===== src/design/game_pkg.sv =====
// game package: screen geometry, ps/2 scan codes and ship command types
package game_pkg;

	// screen geometry
	localparam int SCREEN_WIDTH  = 160; // columns
	localparam int SCREEN_HEIGHT = 120; // rows

	typedef logic [7:0] x_coord_t; // column 0..159
	typedef logic [6:0] y_coord_t; // row 0..119, grows downward
	typedef logic [2:0] colour_t;  // {r, g, b}, one bit each

	localparam colour_t COLOUR_WHITE = 3'b111;
	localparam colour_t COLOUR_BLACK = 3'b000;

	// ship spawn point, middle of the screen
	localparam x_coord_t SHIP_START_X = 8'd80;
	localparam y_coord_t SHIP_START_Y = 7'd60;

	// ps/2 link
	localparam int FILTER_LEN     = 8;  // equal ps2c samples before the level moves
	localparam int PS2_FRAME_BITS = 11; // start, 8 data, parity, stop

	typedef logic [7:0] scan_code_t;

	// set 2 codes used by the game
	localparam scan_code_t SC_BREAK     = 8'hf0; // release prefix
	localparam scan_code_t SC_KEY_A     = 8'h1c; // left
	localparam scan_code_t SC_KEY_D     = 8'h23; // right
	localparam scan_code_t SC_KEY_S     = 8'h1b; // down
	localparam scan_code_t SC_KEY_W     = 8'h1d; // up
	localparam scan_code_t SC_KEY_SPACE = 8'h29; // fire

	// held key decoded into a ship command
	typedef enum logic [2:0]
	{
		cmd_none,
		cmd_left,
		cmd_right,
		cmd_down,
		cmd_up,
		cmd_fire
	} ship_cmd_t;

	// last direction the ship moved in, also the bullet's travel direction
	typedef enum logic [1:0]
	{
		head_left,
		head_right,
		head_down,
		head_up
	} heading_t;

endpackage


===== src/design/ps2_receiver.sv =====
// ps/2 receiver: glitch-filters the keyboard clock and shifts in one 11-bit frame per code
module ps2_receiver
(
	input  logic                 clock,
	input  logic                 reset,
	input  logic                 ps2c,
	input  logic                 ps2d,
	output game_pkg::scan_code_t scan_code,
	output logic                 scan_valid
);

	typedef enum logic {rx_idle, rx_shift} rx_state_t;

	rx_state_t state;
	logic [game_pkg::FILTER_LEN-1:0] filt_sr; // newest sample at the top
	logic filt_level; // debounced ps2c
	logic filt_next;
	logic fall; // filtered ps2c going low
	logic [$clog2(game_pkg::PS2_FRAME_BITS+1)-1:0] bit_cnt; // edges taken this frame
	logic [game_pkg::PS2_FRAME_BITS-1:0] frame_sr; // lsb first, start bit ends at bit 0

	// level only moves once all samples agree
	always_comb
	begin
		filt_next = filt_level;
		if (filt_sr == '1)
			filt_next = 1'b1;
		else if (filt_sr == '0)
			filt_next = 1'b0;
	end

	assign fall = filt_level & ~filt_next;

	always_ff @(posedge clock or posedge reset)
	begin
		if (reset)
		begin
			filt_sr    <= '1; // ps2c idles high
			filt_level <= 1'b1;
		end
		else
		begin
			filt_sr    <= {ps2c, filt_sr[game_pkg::FILTER_LEN-1:1]};
			filt_level <= filt_next;
		end
	end

	// every falling edge carries a bit, the start bit included
	always_ff @(posedge clock)
	begin
		if (fall)
			frame_sr <= {ps2d, frame_sr[game_pkg::PS2_FRAME_BITS-1:1]};
	end

	always_ff @(posedge clock or posedge reset)
	begin
		if (reset)
		begin
			state      <= rx_idle;
			bit_cnt    <= '0;
			scan_valid <= 1'b0;
		end
		else
		begin
			scan_valid <= 1'b0; // one cycle only
			case (state)
				rx_idle:
					if (fall) // start bit
					begin
						bit_cnt <= 1;
						state   <= rx_shift;
					end
				rx_shift:
					if (fall)
					begin
						bit_cnt <= bit_cnt + 1'b1;
						if (int'(bit_cnt) == game_pkg::PS2_FRAME_BITS - 1) // stop bit
						begin
							scan_valid <= 1'b1;
							state      <= rx_idle;
						end
					end
				default:
					state <= rx_idle;
			endcase
		end
	end

	assign scan_code = frame_sr[8:1]; // parity ignored
endmodule


===== src/design/key_tracker.sv =====
// key tracker: follows make and break codes and holds the command of the pressed key
module key_tracker
(
	input  logic                 clock,
	input  logic                 reset,
	input  game_pkg::scan_code_t scan_code,
	input  logic                 scan_valid,
	output game_pkg::ship_cmd_t  ship_cmd
);

	typedef enum logic {track_make, track_break} track_state_t;

	track_state_t state; // track_break waits for the released code
	game_pkg::scan_code_t held_code; // key that set ship_cmd
	game_pkg::ship_cmd_t key_cmd; // decode of the incoming code

	// scan code to command map
	always_comb
	begin
		case (scan_code)
			game_pkg::SC_KEY_A:     key_cmd = game_pkg::cmd_left;
			game_pkg::SC_KEY_D:     key_cmd = game_pkg::cmd_right;
			game_pkg::SC_KEY_S:     key_cmd = game_pkg::cmd_down;
			game_pkg::SC_KEY_W:     key_cmd = game_pkg::cmd_up;
			game_pkg::SC_KEY_SPACE: key_cmd = game_pkg::cmd_fire;
			default:                key_cmd = game_pkg::cmd_none; // not a game key
		endcase
	end

	always_ff @(posedge clock or posedge reset)
	begin
		if (reset)
		begin
			state     <= track_make;
			ship_cmd  <= game_pkg::cmd_none;
			held_code <= '0; // 00 is never a game key
		end
		else if (scan_valid)
		begin
			case (state)
				track_make:
					if (scan_code == game_pkg::SC_BREAK)
						state <= track_break;
					else if (key_cmd != game_pkg::cmd_none) // newest press wins
					begin
						ship_cmd  <= key_cmd;
						held_code <= scan_code;
					end
				track_break:
				begin
					// release of some other key leaves the command alone
					if (scan_code == held_code)
						ship_cmd <= game_pkg::cmd_none;
					state <= track_make; // code after F0 is always consumed
				end
				default:
					state <= track_make;
			endcase
		end
	end
endmodule


===== src/design/raster_scanner.sv =====
// raster scanner: walks the 160x120 screen one pixel per clock and flags the last pixel
module raster_scanner
(
	input  logic               clock,
	input  logic               reset,
	output game_pkg::x_coord_t scan_x,
	output game_pkg::y_coord_t scan_y,
	output logic               frame_end
);

	logic last_col; // x at 159
	logic last_row; // y at 119

	assign last_col = (scan_x == game_pkg::x_coord_t'(game_pkg::SCREEN_WIDTH - 1));
	assign last_row = (scan_y == game_pkg::y_coord_t'(game_pkg::SCREEN_HEIGHT - 1));

	always_ff @(posedge clock or posedge reset)
	begin
		if (reset)
		begin
			scan_x <= '0;
			scan_y <= '0;
		end
		else if (last_col)
		begin
			scan_x <= '0;
			if (last_row)
				scan_y <= '0; // wrap to top left
			else
				scan_y <= scan_y + 1'b1;
		end
		else
			scan_x <= scan_x + 1'b1; // x first
	end

	// game tick, once every 19200 clocks
	assign frame_end = last_col & last_row;
endmodule


===== src/design/ship_mover.sv =====
// ship mover: steps the ship one pixel per frame in the held direction, stopping at edges
module ship_mover
(
	input  logic                clock,
	input  logic                reset,
	input  logic                frame_end,
	input  game_pkg::ship_cmd_t ship_cmd,
	output game_pkg::x_coord_t  ship_x,
	output game_pkg::y_coord_t  ship_y,
	output game_pkg::heading_t  heading
);

	logic at_left;
	logic at_right;
	logic at_top;
	logic at_bottom;

	assign at_left   = (ship_x == '0);
	assign at_right  = (ship_x == game_pkg::x_coord_t'(game_pkg::SCREEN_WIDTH - 1));
	assign at_top    = (ship_y == '0);
	assign at_bottom = (ship_y == game_pkg::y_coord_t'(game_pkg::SCREEN_HEIGHT - 1));

	always_ff @(posedge clock or posedge reset)
	begin
		if (reset)
		begin
			ship_x  <= game_pkg::SHIP_START_X;
			ship_y  <= game_pkg::SHIP_START_Y;
			heading <= game_pkg::head_up;
		end
		else if (frame_end)
		begin
			// heading follows the command even when pinned at an edge
			case (ship_cmd)
				game_pkg::cmd_left:
				begin
					heading <= game_pkg::head_left;
					if (!at_left)
						ship_x <= ship_x - 1'b1;
				end
				game_pkg::cmd_right:
				begin
					heading <= game_pkg::head_right;
					if (!at_right)
						ship_x <= ship_x + 1'b1;
				end
				game_pkg::cmd_down:
				begin
					heading <= game_pkg::head_down;
					if (!at_bottom)
						ship_y <= ship_y + 1'b1; // y grows downward
				end
				game_pkg::cmd_up:
				begin
					heading <= game_pkg::head_up;
					if (!at_top)
						ship_y <= ship_y - 1'b1;
				end
				default:
					; // none or fire, ship holds still
			endcase
		end
	end
endmodule


===== src/design/bullet_mover.sv =====
// bullet mover: launches one bullet from the ship, flies it per frame and retires it at the edge
module bullet_mover
(
	input  logic                clock,
	input  logic                reset,
	input  logic                frame_end,
	input  game_pkg::ship_cmd_t ship_cmd,
	input  game_pkg::x_coord_t  ship_x,
	input  game_pkg::y_coord_t  ship_y,
	input  game_pkg::heading_t  heading,
	output game_pkg::x_coord_t  bullet_x,
	output game_pkg::y_coord_t  bullet_y,
	output logic                bullet_active
);

	game_pkg::heading_t bullet_dir; // frozen at launch
	logic at_edge; // next step would leave the screen

	always_comb
	begin
		case (bullet_dir)
			game_pkg::head_left:
				at_edge = (bullet_x == '0);
			game_pkg::head_right:
				at_edge = (bullet_x == game_pkg::x_coord_t'(game_pkg::SCREEN_WIDTH - 1));
			game_pkg::head_down:
				at_edge = (bullet_y == game_pkg::y_coord_t'(game_pkg::SCREEN_HEIGHT - 1));
			default:
				at_edge = (bullet_y == '0); // head_up
		endcase
	end

	always_ff @(posedge clock or posedge reset)
	begin
		if (reset)
			bullet_active <= 1'b0;
		else if (frame_end)
		begin
			if (!bullet_active)
				bullet_active <= (ship_cmd == game_pkg::cmd_fire); // one in flight at most
			else if (at_edge)
				bullet_active <= 1'b0; // relaunch possible on the next tick
		end
	end

	// position tracks the ship while idle, so launch lands on the ship
	always_ff @(posedge clock)
	begin
		if (frame_end)
		begin
			if (!bullet_active)
			begin
				bullet_x   <= ship_x;
				bullet_y   <= ship_y;
				bullet_dir <= heading;
			end
			else if (!at_edge)
			begin
				case (bullet_dir)
					game_pkg::head_left:  bullet_x <= bullet_x - 1'b1;
					game_pkg::head_right: bullet_x <= bullet_x + 1'b1;
					game_pkg::head_down:  bullet_y <= bullet_y + 1'b1;
					default:              bullet_y <= bullet_y - 1'b1;
				endcase
			end
		end
	end
endmodule


===== src/design/pixel_painter.sv =====
// pixel painter: colours each scanned pixel white on a sprite and black elsewhere, registered
module pixel_painter
(
	input  logic                clock,
	input  logic                reset,
	input  game_pkg::x_coord_t  scan_x,
	input  game_pkg::y_coord_t  scan_y,
	input  game_pkg::x_coord_t  ship_x,
	input  game_pkg::y_coord_t  ship_y,
	input  game_pkg::x_coord_t  bullet_x,
	input  game_pkg::y_coord_t  bullet_y,
	input  logic                bullet_active,
	output game_pkg::x_coord_t  pixel_x,
	output game_pkg::y_coord_t  pixel_y,
	output game_pkg::colour_t   pixel_colour,
	output logic                pixel_plot
);

	logic ship_hit;
	logic bullet_hit; // only a live bullet is drawn

	assign ship_hit   = (scan_x == ship_x) && (scan_y == ship_y);
	assign bullet_hit = bullet_active && (scan_x == bullet_x) && (scan_y == bullet_y);

	always_ff @(posedge clock or posedge reset)
	begin
		if (reset)
		begin
			pixel_x      <= '0;
			pixel_y      <= '0;
			pixel_colour <= game_pkg::COLOUR_BLACK;
			pixel_plot   <= 1'b0;
		end
		else
		begin
			pixel_x      <= scan_x;
			pixel_y      <= scan_y;
			pixel_colour <= (ship_hit || bullet_hit) ? game_pkg::COLOUR_WHITE
			                                         : game_pkg::COLOUR_BLACK;
			pixel_plot   <= 1'b1; // every pixel gets written, every clock
		end
	end
endmodule


===== src/design/ship_game.sv =====
// ship game top: keyboard in, sprite pixels out, through receiver, tracker, movers and painter
module ship_game
(
	input  logic               clock,
	input  logic               reset,
	input  logic               ps2c,
	input  logic               ps2d,
	output game_pkg::x_coord_t pixel_x,
	output game_pkg::y_coord_t pixel_y,
	output game_pkg::colour_t  pixel_colour,
	output logic               pixel_plot
);

	game_pkg::scan_code_t scan_code;
	logic                 scan_valid;
	game_pkg::ship_cmd_t  ship_cmd; // held key, as a level
	game_pkg::x_coord_t   scan_x;
	game_pkg::y_coord_t   scan_y;
	logic                 frame_end; // movement tick
	game_pkg::x_coord_t   ship_x;
	game_pkg::y_coord_t   ship_y;
	game_pkg::heading_t   heading;
	game_pkg::x_coord_t   bullet_x;
	game_pkg::y_coord_t   bullet_y;
	logic                 bullet_active;

	ps2_receiver i_ps2_receiver (
		.clock      (clock),
		.reset      (reset),
		.ps2c       (ps2c),
		.ps2d       (ps2d),
		.scan_code  (scan_code),
		.scan_valid (scan_valid)
	);

	key_tracker i_key_tracker (
		.clock      (clock),
		.reset      (reset),
		.scan_code  (scan_code),
		.scan_valid (scan_valid),
		.ship_cmd   (ship_cmd)
	);

	raster_scanner i_raster_scanner (
		.clock     (clock),
		.reset     (reset),
		.scan_x    (scan_x),
		.scan_y    (scan_y),
		.frame_end (frame_end)
	);

	ship_mover i_ship_mover (
		.clock     (clock),
		.reset     (reset),
		.frame_end (frame_end),
		.ship_cmd  (ship_cmd),
		.ship_x    (ship_x),
		.ship_y    (ship_y),
		.heading   (heading)
	);

	bullet_mover i_bullet_mover (
		.clock         (clock),
		.reset         (reset),
		.frame_end     (frame_end),
		.ship_cmd      (ship_cmd),
		.ship_x        (ship_x),
		.ship_y        (ship_y),
		.heading       (heading),
		.bullet_x      (bullet_x),
		.bullet_y      (bullet_y),
		.bullet_active (bullet_active)
	);

	pixel_painter i_pixel_painter (
		.clock         (clock),
		.reset         (reset),
		.scan_x        (scan_x),
		.scan_y        (scan_y),
		.ship_x        (ship_x),
		.ship_y        (ship_y),
		.bullet_x      (bullet_x),
		.bullet_y      (bullet_y),
		.bullet_active (bullet_active),
		.pixel_x       (pixel_x),
		.pixel_y       (pixel_y),
		.pixel_colour  (pixel_colour),
		.pixel_plot    (pixel_plot)
	);
endmodule


===== config.mk =====
export PLATFORM = sky130hd
export DESIGN_NAME = ship_game
export DESIGN_NICKNAME = d
export VERILOG_FILES = /design/src/design/game_pkg.sv /design/src/design/ps2_receiver.sv /design/src/design/key_tracker.sv /design/src/design/raster_scanner.sv /design/src/design/ship_mover.sv /design/src/design/bullet_mover.sv /design/src/design/pixel_painter.sv /design/src/design/ship_game.sv
export SDC_FILE = /design/constraint.sdc
export NUM_CORES = 1
export LEC_CHECK = 0
export BUFFER_PORTS_ARGS = -buffer_cell sky130_fd_sc_hd__buf_4
export CAP_MARGIN = 20
export CORE_MARGIN = 2
export CORE_UTILIZATION = 50
export DETAILED_ROUTE_END_ITERATION = 10
export PLACE_DENSITY_LB_ADDON = 0.3
export SKIP_CTS_REPAIR_TIMING = 1
export SLEW_MARGIN = 10
export SYNTH_ARGS = -nofsm -noshare
export SYNTH_HDL_FRONTEND = slang
export SYNTH_HIERARCHICAL = 1
export SYNTH_SLANG_ARGS = --single-unit

===== constraint.sdc =====
create_clock -name clock -period 3.6 [get_ports clock]
set_input_delay 0.72 -clock clock [delete_from_list [all_inputs] [get_ports clock]]
set_output_delay 0.72 -clock clock [all_outputs]
set_load 0.01 [all_outputs]

# After elaboration in Yosys (flattened, before gate mapping)
# Index checks and enable logic that the tools add are counted.
[word_totals] ff_bits=107 inputBits=4 output_inout_bits=19 wordCells=140
[classes] add_sub_neg=11 eq_ne=38 mux=38 bitwise_logic=7 reduce_logical=24
[op_table] op="$eq 8x8->1 const B" count=5
[op_table] op="$mux 8" count=5
[op_table] op="$mux 7" count=5
[op_table] op="$pmux 8 s2" count=2
[op_table] op="$pmux 7 s2" count=2
[op_table] op="$add 8x1->8 const B" count=3
[op_table] op="$eq 8x5->1 const B" count=3
[op_table] op="$eq 8x8->1" count=3
[op_table] op="$logic_not 8->1" count=3
[op_table] op="$add 7x1->7 const B" count=3
[op_table] op="$eq 7x7->1 const B" count=3
[op_table] op="$ne 2x2->1 const B" count=9
[op_table] op="$eq 8x6->1 const B" count=2
[op_table] op="$reduce_and 4->1" count=4
[op_table] op="$sub 8x1->8 const B" count=2
[op_table] op="$pmux 3 s5" count=1
[op_table] op="$eq 7x7->1" count=2
[op_table] op="$logic_not 7->1" count=2
[op_table] op="$sub 7x1->7 const B" count=2
[op_table] op="$mux 3" count=4
[op_table] op="$mux 1" count=11
[op_table] op="$mux 4" count=2
[op_table] op="$pmux 2 s4" count=1
[op_table] op="$pmux 4 s2" count=1
[op_table] op="23 further kinds" count=38

# Longest topological paths before layout
# Gate-level depths: netlist (run 1).
[depth] ltp_word=7 mapped_depth=9

# Cells and area by module
# Netlist (run 1), hierarchy kept.
[by_module_without_submodules] module="bullet_mover" instances=1 cells_per_inst=122 area_per_inst_um2=1340.0 seq_area_each_um2=535.5
[by_module_without_submodules] module="ship_mover" instances=1 cells_per_inst=136 area_per_inst_um2=1290.0 seq_area_each_um2=435.4
[by_module_without_submodules] module="ps2_receiver" instances=1 cells_per_inst=61 area_per_inst_um2=997.2 seq_area_each_um2=686.9
[by_module_without_submodules] module="raster_scanner" instances=1 cells_per_inst=73 area_per_inst_um2=795.8 seq_area_each_um2=375.4
[by_module_without_submodules] module="pixel_painter" instances=1 cells_per_inst=62 area_per_inst_um2=777.0 seq_area_each_um2=425.4
[by_module_without_submodules] module="key_tracker" instances=1 cells_per_inst=71 area_per_inst_um2=716.9 seq_area_each_um2=300.3

# Worst setup path before layout (run 1)
# OpenSTA, ideal clock, no wires.
[synth_timing] path_kind="reg2reg" startpoint="register i_raster_scanner.scan_x[0]" endpoint="register i_ship_mover.ship_y[5]" arrival_time_ns=2.827 slack_ns=0.691 path_stages_with_launch=9 path_buffers=1 synth_period_minus_slack_ns=2.909 cell_sequence="dfrtp_1 -> ha_1 -> nand4_2 -> nor4_1 -> nand4b_1 -> a41oi_1 -> a41o_2 -> buf_6 -> mux2_2"
[synth_between] elab_chain_len=3
[synth_lines] item="start: declaration" line_no="raster_scanner.sv:6" text="output game_pkg::x_coord_t scan_x,"
[synth_lines] item="start signal: assignment" line_no="raster_scanner.sv:33" text="scan_x <= scan_x + 1'b1;"
[synth_lines] item="$eq 8x8->1" line_no="raster_scanner.sv:14" text="assign last_col = (scan_x == game_pkg::x_coord_t'(game_pkg::SCREEN_WIDTH - 1));"
[synth_lines] item="$and 1x1->1" line_no="raster_scanner.sv:37" text="assign frame_end = last_col & last_row;"
[synth_lines] item="net frame_end" line_no="ship_game.sv:19" text="logic frame_end;"
[synth_lines] item="$reduce_and 4->1 (no source line)"
[synth_lines] item="end signal: assignment" line_no="ship_mover.sv:28" text="ship_y <= game_pkg::SHIP_START_Y;"
[synth_lines] item="end signal: assignment" line_no="ship_mover.sv:51" text="ship_y <= ship_y + 1'b1;"
[synth_lines] item="end signal: assignment" line_no="ship_mover.sv:57" text="ship_y <= ship_y - 1'b1;"
[synth_lines] item="end: declaration" line_no="ship_mover.sv:9" text="output game_pkg::y_coord_t ship_y,"
# The timed path passes the listed nets, and every way through them passes these cells.
# A chain may end at the register's enable or synchronous reset.

# Final worst setup path (run 1)
# Same ends and word-level chain as after synthesis.

==> results of run 1 <==
## report_power, final
part	switching (mW)	internal, mW
logic	0.0201	0.00645
registers	0.00921	1.22
clock network	0.457	0.577
total	0.487	1.80
## registers in the layout, indices dropped and copies added, names as in the netlist, 2 cells and up
signal,flops
i_ps2_receiver/bit_cnt,4
i_ship_mover/ship_y,7
i_ps2_receiver/frame_sr,10
i_bullet_mover/bullet_x,8
i_key_tracker/held_code,8
i_raster_scanner/scan_x,8
i_key_tracker/ship_cmd,3
i_bullet_mover/bullet_dir,2
i_ship_mover/heading,2
i_pixel_painter/pixel_x,8
i_ship_mover/ship_x,8
i_raster_scanner/scan_y,7
i_pixel_painter/pixel_y,7
i_ps2_receiver/filt_sr,8
i_bullet_mover/bullet_y,7
## cell families after synthesis
| group | after synthesis |
|---|---|
| xor gates and xnor gates | 69 |
| buffers and inverters | 45 |
| AOI/OAI and AO/OA | 101 |
| DFF | 104 |
| and+or+nand+nor | 149 |
| adders and majority gates | 28 |
| muxes | 28 |
| other | 1 |
## metrics by stage
| step | util [%] | hold slack [ns] | instances |
|---|---|---|---|
| final | 56.1 | 0.250 | 685 |
| after global routing | 56.1 | 0.231 | 685 |
| after CTS | 56.1 | 0.239 | 685 |
| after detailed placement | 53.3 | 0.382 | 669 |
| after global placement | 53.3 | 0.379 | 669 |
| after floorplan | - | 0.377 | 525 |
## layer usage
layer | wire length [um] | up-vias | part of all wire [%] | track usage, %
li1 | - | 1937 | - | -
met1 | 4910 | 1950 | 43 | 22.6
met2 | 5880 | 71 | 52 | 33.7
met3 | 340 | 19 | 3.0 | 3.64
met4 | 210 | 0 | 1.9 | 6.34
met5 | 0 | - | 0 | 0
## worst max-delay path, stage by stage, from the launching register on
cell,delay (ns)
dfrtp_1,0.52
ha_1,0.31
nand4_2,0.32
nor4_1,0.37
buf_4,0.22
nand4b_1,0.14
a41oi_1,0.21
a41o_2,0.24
mux2_2,0.36
## how the worst max path moves through the flow
stage / slack [ns] / end / startpoint
finish: 0.85 / i_ship_mover/ship_y[5] / i_raster_scanner/scan_x[0]
global route: 0.61 / i_ship_mover/ship_x[7] / i_raster_scanner/scan_x[0]
CTS: 0.84 / i_ship_mover/ship_x[7] / i_raster_scanner/scan_x[0]
detailed placement: 0.91 / i_ship_mover/ship_x[1] / i_raster_scanner/scan_x[0]
global placement: 0.95 / i_ship_mover/ship_x[7] / i_raster_scanner/scan_x[0]
floorplan: 0.69 / i_ship_mover/ship_y[5] / i_raster_scanner/scan_x[0]
## synth_stat cells (all sizes together), types with 4 or more instances
cell	n
nor2b	7
a21oi	24
edfxtp	27
nand3	15
o31ai	4
buf	18
and3	5
nand2	32
dfstp	17
nand2b	6
a211oi	6
nor3	8
o211ai	5
xnor2	44
nor4	11
ha	25
o21ai	27
and2	4
nand4	13
or3b	4
mux2	26
or3	5
xor2	25
and4	4
clkbuf	4
o21bai	4
nor2	19
dfrtp	60
inv	23
## area by class of cell
cell class | count | area, um2 | share of cell area, %
Sequential cell | 104 | 2760 | 42.9
Tap cell | 143 | 179 | 2.78
Multi-Input combinational cell | 376 | 2920 | 45.3
Timing Repair Buffer | 23 | 173 | 2.68
Inverter | 23 | 88.8 | 1.38
Clock buffer | 10 | 239 | 3.71
Clock inverter | 6 | 81.3 | 1.26
==> impl_summary.txt, run 1 <==
----------------------------------------------------
[Synthesis]
  Synthesized cell area ... 5920 um2
  Number of enable flip-flop cells after synthesis ... 27
  Combinational family with the most area after synthesis ... simple AND/OR/NAND/NOR gates
  Distinct cells, synth ... 77
  Post-synthesis cell type with the largest combined area ... dfrtp_1
  Most used flip-flop cell after synthesis ... dfrtp_1
  Share of the yosys chip area belonging to registers ... 46.6%
  Portion of netlist area occupied by mux cells ... 5.79%
  Post-synth top area share ... 25.4%
  Largest cells by area after synthesis ... dfrtp_1, edfxtp_1, dfstp_2
  Compound-cell area share of the yosys netlist ... 11.7%
  Post-synthesis share of cell area spent on xor and xnor gates ... 10.2%
  Adder-cell share of the synthesized area ... 6.30%
  Syn nets ... 557
  Post-Synth Simple-Gate Area ... 15.2%
  Mean instance size in the synthesized netlist ... 11.3 um2
  Register bit count reported by yosys ... 104
  Synthesized instance count ... 525
  Total of warnings raised by yosys ... 6
  Fraction of registers with async set or reset after synthesis ... 74.0%

[Clock network]
  Clock tree from TritonCTS ... done
  Worst-skew pair later-pin latency ... 0.35 ns
  Number of buffers between clock root and the deepest sink ... 2
  CTS H-Tree Depth ... 3
  Clock Tree Root ... clkbuf_16
  Clock-pin slew reported for the worst setup and hold paths after clock tree synthesis ... 0.07 ns
  Number of clock buffers inserted by TritonCTS ... 9
  Sink Count ... 104

[Place]
  Total cell area at the placement stage ... 6110 um2
  Placer congestion estimate ... 0.869
  Total half-perimeter wirelength after legalization and detailed placement ... 8270 um
  Worst slack at placement ... 0.908 ns
  Number of I/O port buffers ... 22

[Critical path]
  Required time reported for the critical path endpoint ... 3.88 ns
  Worst flop-to-flop path startpoint ... i_raster_scanner/scan_x[0]
  Largest fanout of any net on the critical path ... 11
  Critical path type ... reg2reg
  Logic depth of the worst register-to-register path ... 8
  Crit. End Element ... flop
  Capturing point of the worst reg2reg path ... i_ship_mover/ship_y[5]
  Data arrival time at the worst-slack endpoint ... 3.03 ns
  R2R setup slack ... 0.85 ns
  Type of element launching the critical path ... flop

[Hold path]
  Worst min path class ... in2async

[Route]
  Number of detailed-routing iterations run before antenna repair ... 4
  Total via count in the routed design ... 3977
  Remaining antenna violation count after routing ... 0
  Final WL ... 11300 um
  1st-iter DRT viols ... 236
  Remaining routing DRC violations ... 0
  Routed via count divided by cell count ... 5.81
  Routed length per instance ... 16.6 um

[GRT]
  Sum of overflow across all layers after global routing ... 0
  Maximum number of pins on one net before global-route repair ... 20
  Antenna violations before repair ... 0
  Tot GR Track Use ... 18.8%
  Number of global-route vias before repair ... 3952
  Wire length of the first global-routing pass ... 19000 um

[Power and ir drop]
  Static power due to leakage ... 2.63 nW
  P per Cell Area ... 355 nW/um2
  Worst IR Drop VDD ... 0.000380 V
  Total power ... 2.29 mW

[Final layout]
  Fraction of layout instances using a drive strength above 1 ... 18.1%
  Total number of nets in the final design ... 569
  Design area ... 6430 um2
  Layout-stage area growth over the synthesis result ... 8.75%
  Number of antenna cells inserted ... 0
  Most common library cell in the layout ignoring fill and taps ... dfrtp_1
  Most frequent cells in the layout ... dfrtp_1, xnor2_1, nand2_1, edfxtp_1, o21ai_0
  Filler Cell Count ... 969

[Floorplan]
  Io pins ... 23
  Initial core utilization ... 51.6%
  Die Width ... 113 um
  Area of the core ... 11500 um2
  Die height ... 113 um
  Total Die Area ... 12700 um2
  Row Count ... 39

[Timing]
  Setup tns final ... 0 ns
  Tightest slew margin relative to the limit ... 40.9%
  Setup-violating endpoint count in the final report ... 0
  Post-layout minimum cycle time ... 2.75 ns
  Setup repair after global routing missed its margin ... false
  Worst setup slack after layout ... 0.849 ns
  Final hold viol count ... 0
  Transition time of the tightest slew-check pin ... 0.886 ns
  Peak clock frequency supported by timing ... 363 MHz
  Worst clock skew on the final layout ... 0.00678 ns
  Number of pins exceeding their max-slew limit in the final report ... 0
  Fin crit share ... 76.4%

[Status]
  Run status ... complete, no violations

[Flow run]
  Maxcap violations ... 0

----------------------------------------------------
Power figures use the tool's default switching activity.
==> run 2, diff against run 1 <==
Settings changed: ABC_AREA from default to 1.
Clock period 3.6 ns to 2.3 ns, I/O delays scaled along.
==> run 2 against run 1 <==
Effect of this change: sequential share of layout area is 5.5 points lower; non-clock buffer count grew 24; fmax up 30%; via count is 33% higher; global-route usage grew 0.88 points; highest routed layer unchanged; wire length increased by 12%.
==> impl_summary.txt, run 2 <==
----------------------------------------------------
[Status]
  Run status ... complete, no violations

[Clock network]
  Number of clock buffers inserted by TritonCTS ... 9 (unchanged)
  CTS H-Tree Depth ... 3 (unchanged)
  Clock Tree Root ... clkbuf_16
  Sink Count ... 104 (unchanged)
  Clock tree from TritonCTS ... done
  Clock-pin slew reported for the worst setup and hold paths after clock tree synthesis ... 0.07 ns (about the same)
  Worst-skew pair later-pin latency ... 0.36 ns (about the same)
  Number of buffers between clock root and the deepest sink ... 2 (unchanged)

[Timing]
  Setup repair after global routing missed its margin ... false
  Tightest slew margin relative to the limit ... 55.1% (+14 points)
  Transition time of the tightest slew-check pin ... 0.673 ns (-0.213 ns)
  Worst setup slack after layout ... 0.177 ns (-0.671 ns)
  Setup tns final ... 0 ns (unchanged)
  Final hold viol count ... 0 (unchanged)
  Post-layout minimum cycle time ... 2.12 ns (-0.629 ns)
  Worst clock skew on the final layout ... 0.00839 ns (+0.00161 ns)
  Peak clock frequency supported by timing ... 471 MHz (+30%)
  Setup-violating endpoint count in the final report ... 0 (unchanged)
  Fin crit share ... 92.3% (+16 points)
  Number of pins exceeding their max-slew limit in the final report ... 0 (unchanged)
  Worst-case hold slack ... 0.206 ns (-0.0443 ns)

[Floorplan]
  Total Die Area ... 14100 um2 (+11%)
  Die Width ... 119 um (+5.4%)
  Area of the core ... 12800 um2 (+11%)
  Io pins ... 23 (unchanged)
  Row Count ... 41 (+5.1%)
  Initial core utilization ... 51.7% (+0.062 points)
  Die height ... 119 um (+5.4%)

[Route]
  Remaining routing DRC violations ... 0 (unchanged)
  1st-iter DRT viols ... 266 (+13%)
  Number of detailed-routing iterations run before antenna repair ... 5 (+1)
  Total via count in the routed design ... 5281 (+33%)
  Remaining antenna violation count after routing ... 0 (unchanged)
  Routed length per instance ... 11.3 um (-31%)
  Routed via count divided by cell count ... 4.73 (-18%)
  Final WL ... 12700 um (+12%)

[Final layout]
  Most frequent cells in the layout ... nand2_1, inv_1, nor2_1, dfrtp_1, buf_4
  Total number of nets in the final design ... 971 (+71%)
  Most common library cell in the layout ignoring fill and taps ... nand2_1
  Number of antenna cells inserted ... 0 (unchanged)
  Layout-stage area growth over the synthesis result ... 11.8%
  Number of flip-flops in the largest register ... 10 (unchanged)
  Reg with most FFs ... i_ps2_receiver/frame_sr
  Fraction of layout instances using a drive strength above 1 ... 13.9% (-4.2 points)

[Synthesis]
  Distinct cells, synth ... 43 (-44%)
  Post-synth top area share ... 22.8% (-2.6 points)
  Mean instance size in the synthesized netlist ... 7.36 um2 (-35%)
  Share of the yosys chip area belonging to registers ... 41.8% (-4.8 points)
  Register bit count reported by yosys ... 104 (unchanged)
  Leading cell types by count after synthesis ... nand2_1, inv_1, nor2_1, dfrtp_1, nand3_1
  Total of warnings raised by yosys ... 6 (unchanged)
  Fraction of registers with async set or reset after synthesis ... 74.0% (unchanged)
  Synthesized cell area ... 6600 um2 (+12%)
  Count leader, synth ... nand2_1
  Largest cells by area after synthesis ... dfrtp_1, nand2_1, edfxtp_1
  Syn nets ... 929 (+67%)
  Synthesized instance count ... 897 (+71%)
  Post-synthesis cell type with the largest combined area ... dfrtp_1
  Most used flip-flop cell after synthesis ... dfrtp_1
  Number of enable flip-flop cells after synthesis ... 27 (unchanged)

[Power and ir drop]
  Switch Pwr ... 758 uW (+56%)
  Part of the power in combinational logic ... 1.2% (about the same)
  P per Cell Area ... 493 nW/um2 (+39%)
  Switching share of total power ... 20.8% (-0.45 points)
  Relative contribution of sequential cells to total power ... 52.6% (-1.0 points)
  Static power due to leakage ... 3.93 nW (+49%)
  Internal power ... 2.88 mW (+60%)
  Worst IR Drop VDD ... 0.000534 V (+41%)
  Clock power frac ... 46.2% (+1.0 points)
  Total power ... 3.64 mW (+59%)

[Critical path]
  Logic depth of the worst register-to-register path ... 9 (+1)
  Required time reported for the critical path endpoint ... 2.41 ns (-1.47 ns)
  Type of element launching the critical path ... flop
  Largest fanout of any net on the critical path ... 9 (-2)
  R2R setup slack ... 0.18 ns (-0.67 ns)
  Critical path type ... reg2reg
  Crit. End Element ... flop
  Data arrival time at the worst-slack endpoint ... 2.24 ns (-0.79 ns)

[Hold path]
  Min-Delay Path Depth ... 1
  Worst min path class ... in2reg

[GRT]
  Wire length of the first global-routing pass ... 22500 um (+18%)
  Antenna violations before repair ... 0 (unchanged)
  Sum of overflow across all layers after global routing ... 0 (unchanged)
  Tot GR Track Use ... 19.6% (+0.88 points)
  Maximum number of pins on one net before global-route repair ... 19 (-5.0%)
  Number of global-route vias before repair ... 5114 (+29%)

[Place]
  Worst slack at placement ... 0.192 ns (-0.716 ns)
  Total half-perimeter wirelength after legalization and detailed placement ... 9480 um (+15%)
  Number of I/O port buffers ... 22 (unchanged)
  Placer congestion estimate ... 0.841 (-3.2%)

[Flow run]
  Maxcap violations ... 0 (unchanged)

----------------------------------------------------
## run 2: layout make-up
type | count | area (um2)
clock buffer | 9 | 225
clock inverter | 7 | 101
fill | 1150 | 5400
inverter | 146 | 548
multi-input combinational | 631 | 3170
sequential | 104 | 2760
tap | 172 | 215
timing repair buffer | 47 | 355
## run 2: power groups by stage
stage / Clock (mW) / Sequential, mW / Combinational, mW
finish: 1.68 / 1.91 / 0.0440
global route: 1.80 / 1.91 / 0.0527
CTS: 1.73 / 1.91 / 0.0450
detailed placement: 0 / 1.95 / 0.0446
global placement: 0 / 1.95 / 0.0447
floorplan: 0 / 1.95 / 0.0284
## run 2: final timing paths
check / from / end
min in group asynchronous: reset / i_bullet_mover/bullet_active
worst max register to register: i_bullet_mover/bullet_dir[1] / i_bullet_mover/bullet_x[5]
worst min-delay path: ps2c / i_ps2_receiver/filt_sr[7]
max in group asynchronous: reset / i_ship_mover/ship_x[1]
worst max-delay path: i_bullet_mover/bullet_dir[1] / i_bullet_mover/bullet_x[5]
worst min register to register: i_ps2_receiver/filt_sr[2] / i_ps2_receiver/filt_sr[1]
## run 2: routing by layer
layer,global-route usage [%],vias up,wire [um]
li1,-,2835,-
met1,23.3,2348,5700
met2,34.7,77,6220
met3,4.79,21,471
met4,6.47,0,277
met5,0,-,0
## run 2: kinds of logic after synthesis
logic type               after synthesis  share of synthesized area (%)
AND/OR/NAND/NOR                      519                           33.9
flip-flops                           104                           41.8
AO/OA/AOI/OAI                         61                           5.31
XOR/XNOR                              22                           2.92
adder cells (fa/ha/maj)               28                           5.65
buffers and inverters                162                           10.4
other                                  1                         0.0568
## run 2: critical path, cell delays in order (launching register included)
cell	delay [ns]
edfxtp_1	0.49
inv_1	0.12
nand2_2	0.15
ha_1	0.38
nand3_1	0.11
nand3_1	0.13
a21oi_1	0.19
nor2_1	0.05
o21ai_0	0.16
nand2_1	0.07
## run 2: through the flow
step | instances | util, % | instance area [um2]
floorplan | 897 | - | 6600
global route | 1116 | 57.7 | 7380
global placement | 1099 | 55.0 | 7030
finish | 1116 | 57.7 | 7380
CTS | 1115 | 57.6 | 7350
detailed placement | 1099 | 55.0 | 7030
==> run 3, diff against run 2 <==
Settings changed: CORE_UTILIZATION 50 to 36.
==> run 3 against run 2 <==
Effect of this change: count of clock-buffer cells in the layout is the same; non-clock buffer count increased by 1; global-route usage is 5.0 points lower; critical path depth did not move; hold slack about the same; critical path type unchanged; critical endpoint is now i_bullet_mover/bullet_y[3]; largest cell class unchanged; highest routed layer unchanged.
==> impl_summary.txt, run 3 (same netlist as run 2, synthesis figures left out) <==
----------------------------------------------------
[Route]
  Number of detailed-routing iterations run before antenna repair ... 5 (unchanged)
  Remaining routing DRC violations ... 0 (unchanged)
  Total via count in the routed design ... 5330 (+0.93%)
  Routed via count divided by cell count ... 4.54 (-4.1%)
  1st-iter DRT viols ... 277 (+4.1%)
  Remaining antenna violation count after routing ... 0 (unchanged)
  Routed length per instance ... 11.3 um (-0.14%)
  Final WL ... 13300 um (+5.0%)

[Timing]
  Fin crit share ... 91.6% (-0.65 points)
  Setup-violating endpoint count in the final report ... 0 (unchanged)
  Worst setup slack after layout ... 0.192 ns (+0.0150 ns)
  Final hold viol count ... 0 (unchanged)
  Setup repair after global routing missed its margin ... false
  Peak clock frequency supported by timing ... 474 MHz (+0.71%)
  Number of pins exceeding their max-slew limit in the final report ... 0 (unchanged)
  Worst-case hold slack ... 0.206 ns (+0.000108 ns)
  Worst clock skew on the final layout ... 0.00653 ns (-0.00186 ns)
  Post-layout minimum cycle time ... 2.11 ns (-0.0150 ns)
  Transition time of the tightest slew-check pin ... 0.746 ns (+0.0726 ns)
  Setup tns final ... 0 ns (unchanged)
  Tightest slew margin relative to the limit ... 50.2% (-4.8 points)

[Hold path]
  Worst min path class ... in2reg
  Endpoint of the worst hold-timing path ... i_ps2_receiver/filt_sr[7]
  Worst hold start ... ps2c
  Min-Delay Path Depth ... 1 (unchanged)

[Final layout]
  Most frequent cells in the layout ... nand2_1, inv_1, nor2_1, dfrtp_1, buf_4
  Number of flip-flops in the largest register ... 10 (unchanged)
  End-of-flow core utilization ... 41.4% (-16 points)
  Number of antenna cells inserted ... 0 (unchanged)
  Reg with most FFs ... i_ps2_receiver/frame_sr
  Fraction of layout instances using a drive strength above 1 ... 13.9% (-0.015 points)
  Design area ... 7430 um2 (+0.73%)
  Most common library cell in the layout ignoring fill and taps ... nand2_1
  Total number of nets in the final design ... 972 (+0.10%)
  Layout-stage area growth over the synthesis result ... 12.6%
  Post-route insts no fill ... 1174 (+5.2%)

[Clock network]
  Number of buffers between clock root and the deepest sink ... 2 (unchanged)
  Clock Tree Root ... clkbuf_16
  Clock-pin slew reported for the worst setup and hold paths after clock tree synthesis ... 0.07 ns (about the same)
  Worst-skew pair later-pin latency ... 0.36 ns (about the same)
  Number of clock buffers inserted by TritonCTS ... 9 (unchanged)
  Sink Count ... 104 (unchanged)
  CTS H-Tree Depth ... 3 (unchanged)
  Clock tree from TritonCTS ... done

[Power and ir drop]
  Total power ... 3.58 mW (-1.7%)
  Worst IR Drop VDD ... 0.000419 V (-22%)
  Static power due to leakage ... 3.94 nW (+0.11%)
  P per Cell Area ... 481 nW/um2 (-2.4%)

[Critical path]
  Crit. End Element ... flop
  Critical path type ... reg2reg
  Logic depth of the worst register-to-register path ... 9 (unchanged)
  Data arrival time at the worst-slack endpoint ... 2.10 ns (-0.14 ns)
  R2R setup slack ... 0.19 ns (+0.02 ns)
  Worst flop-to-flop path startpoint ... i_raster_scanner/scan_x[0]
  Required time reported for the critical path endpoint ... 2.29 ns (-0.12 ns)
  Largest fanout of any net on the critical path ... 7 (-2)
  Type of element launching the critical path ... flop
  Capturing point of the worst reg2reg path ... i_bullet_mover/bullet_y[3]

[GRT]
  Antenna violations before repair ... 0 (unchanged)
  Tot GR Track Use ... 14.7% (-5.0 points)
  Sum of overflow across all layers after global routing ... 0 (unchanged)
  Wire length of the first global-routing pass ... 23400 um (+4.0%)
  Number of global-route vias before repair ... 5098 (-0.31%)
  Maximum number of pins on one net before global-route repair ... 20 (+1)

[Floorplan]
  Area of the core ... 18000 um2 (+41%)
  Total Die Area ... 19400 um2 (+37%)
  Initial core utilization ... 36.7% (-15 points)
  Die height ... 139 um (+17%)
  Io pins ... 23 (unchanged)
  Row Count ... 49 (+20%)
  Die Width ... 139 um (+17%)

[Place]
  Number of cells in the design after placement ... 1157 (+5.3%)
  Placer congestion estimate ... 0.818 (-2.7%)
  Total half-perimeter wirelength after legalization and detailed placement ... 9970 um (+5.1%)
  Worst slack at placement ... 0.157 ns (-0.0349 ns)
  Total cell area at the placement stage ... 7110 um2 (+1.1%)
  Number of I/O port buffers ... 22 (unchanged)

[Status]
  Run status ... complete, no violations

[Flow run]
  Maxcap violations ... 0 (unchanged)

----------------------------------------------------
## run 3: cell types whose count changed in the layout (fill, tap and decap cells not counted), sizes merged
cell	previous run	this run
buf	46	47
bufinv	2	1
clkinv	0	2
clkinvlp	2	0
inv	149	150
## run 3: layer usage
| layer | wire, um | global-route usage [%] | share of wire (%) | vias up |
|---|---|---|---|---|
| met3 | 515 | 2.89 | 3.9 | 11 |
| li1 | - | - | - | 2843 |
| met4 | 197 | 4.20 | 1.5 | 0 |
| met5 | 0 | 0 | 0 | - |
| met2 | 6430 | 25.8 | 48 | 74 |
| met1 | 6160 | 18.3 | 46 | 2402 |
## run 3: report_power, final
part	leakage, nW	switching (mW)	internal, mW
registers	1.20	0.00879	1.90
clock network	0.154	0.747	0.872
logic	2.59	0.0352	0.00962
## run 3: area by class of cell
type,instances,area (um2)
well taps,229,287
repair buffers,48,363
inverters,146,548
fillers,1835,10500
flip-flops and latches,104,2760
multi-input cells,631,3160
clock inverters,7,87.6
clock buffers,9,225
## run 3: how the worst max path moves through the flow
stage / startpoint / end / slack, ns / depth (start not counted)
global placement: i_raster_scanner/scan_x[0] / i_bullet_mover/bullet_y[4] / 0.22 / 9
global route: i_key_tracker/ship_cmd[0] / i_ship_mover/ship_x[7] / 0.01 / 10
detailed placement: i_raster_scanner/scan_x[0] / i_bullet_mover/bullet_y[4] / 0.16 / 9
finish: i_raster_scanner/scan_x[0] / i_bullet_mover/bullet_y[3] / 0.19 / 9
floorplan: i_raster_scanner/scan_x[0] / i_bullet_mover/bullet_y[0] / 0.03 / 9
CTS: i_raster_scanner/scan_x[0] / i_bullet_mover/bullet_y[4] / 0.15 / 9
## run 3: worst max-delay path: stages, from the launching register on
cell and delay [ns]:
dfrtp_1 0.36, ha_1 0.18, nand2_1 0.09, inv_2 0.08, nand2_4 0.07, nor2_8 0.07
inv_1 0.05, nor2_1 0.19, o21ai_0 0.13, a21oi_1 0.53
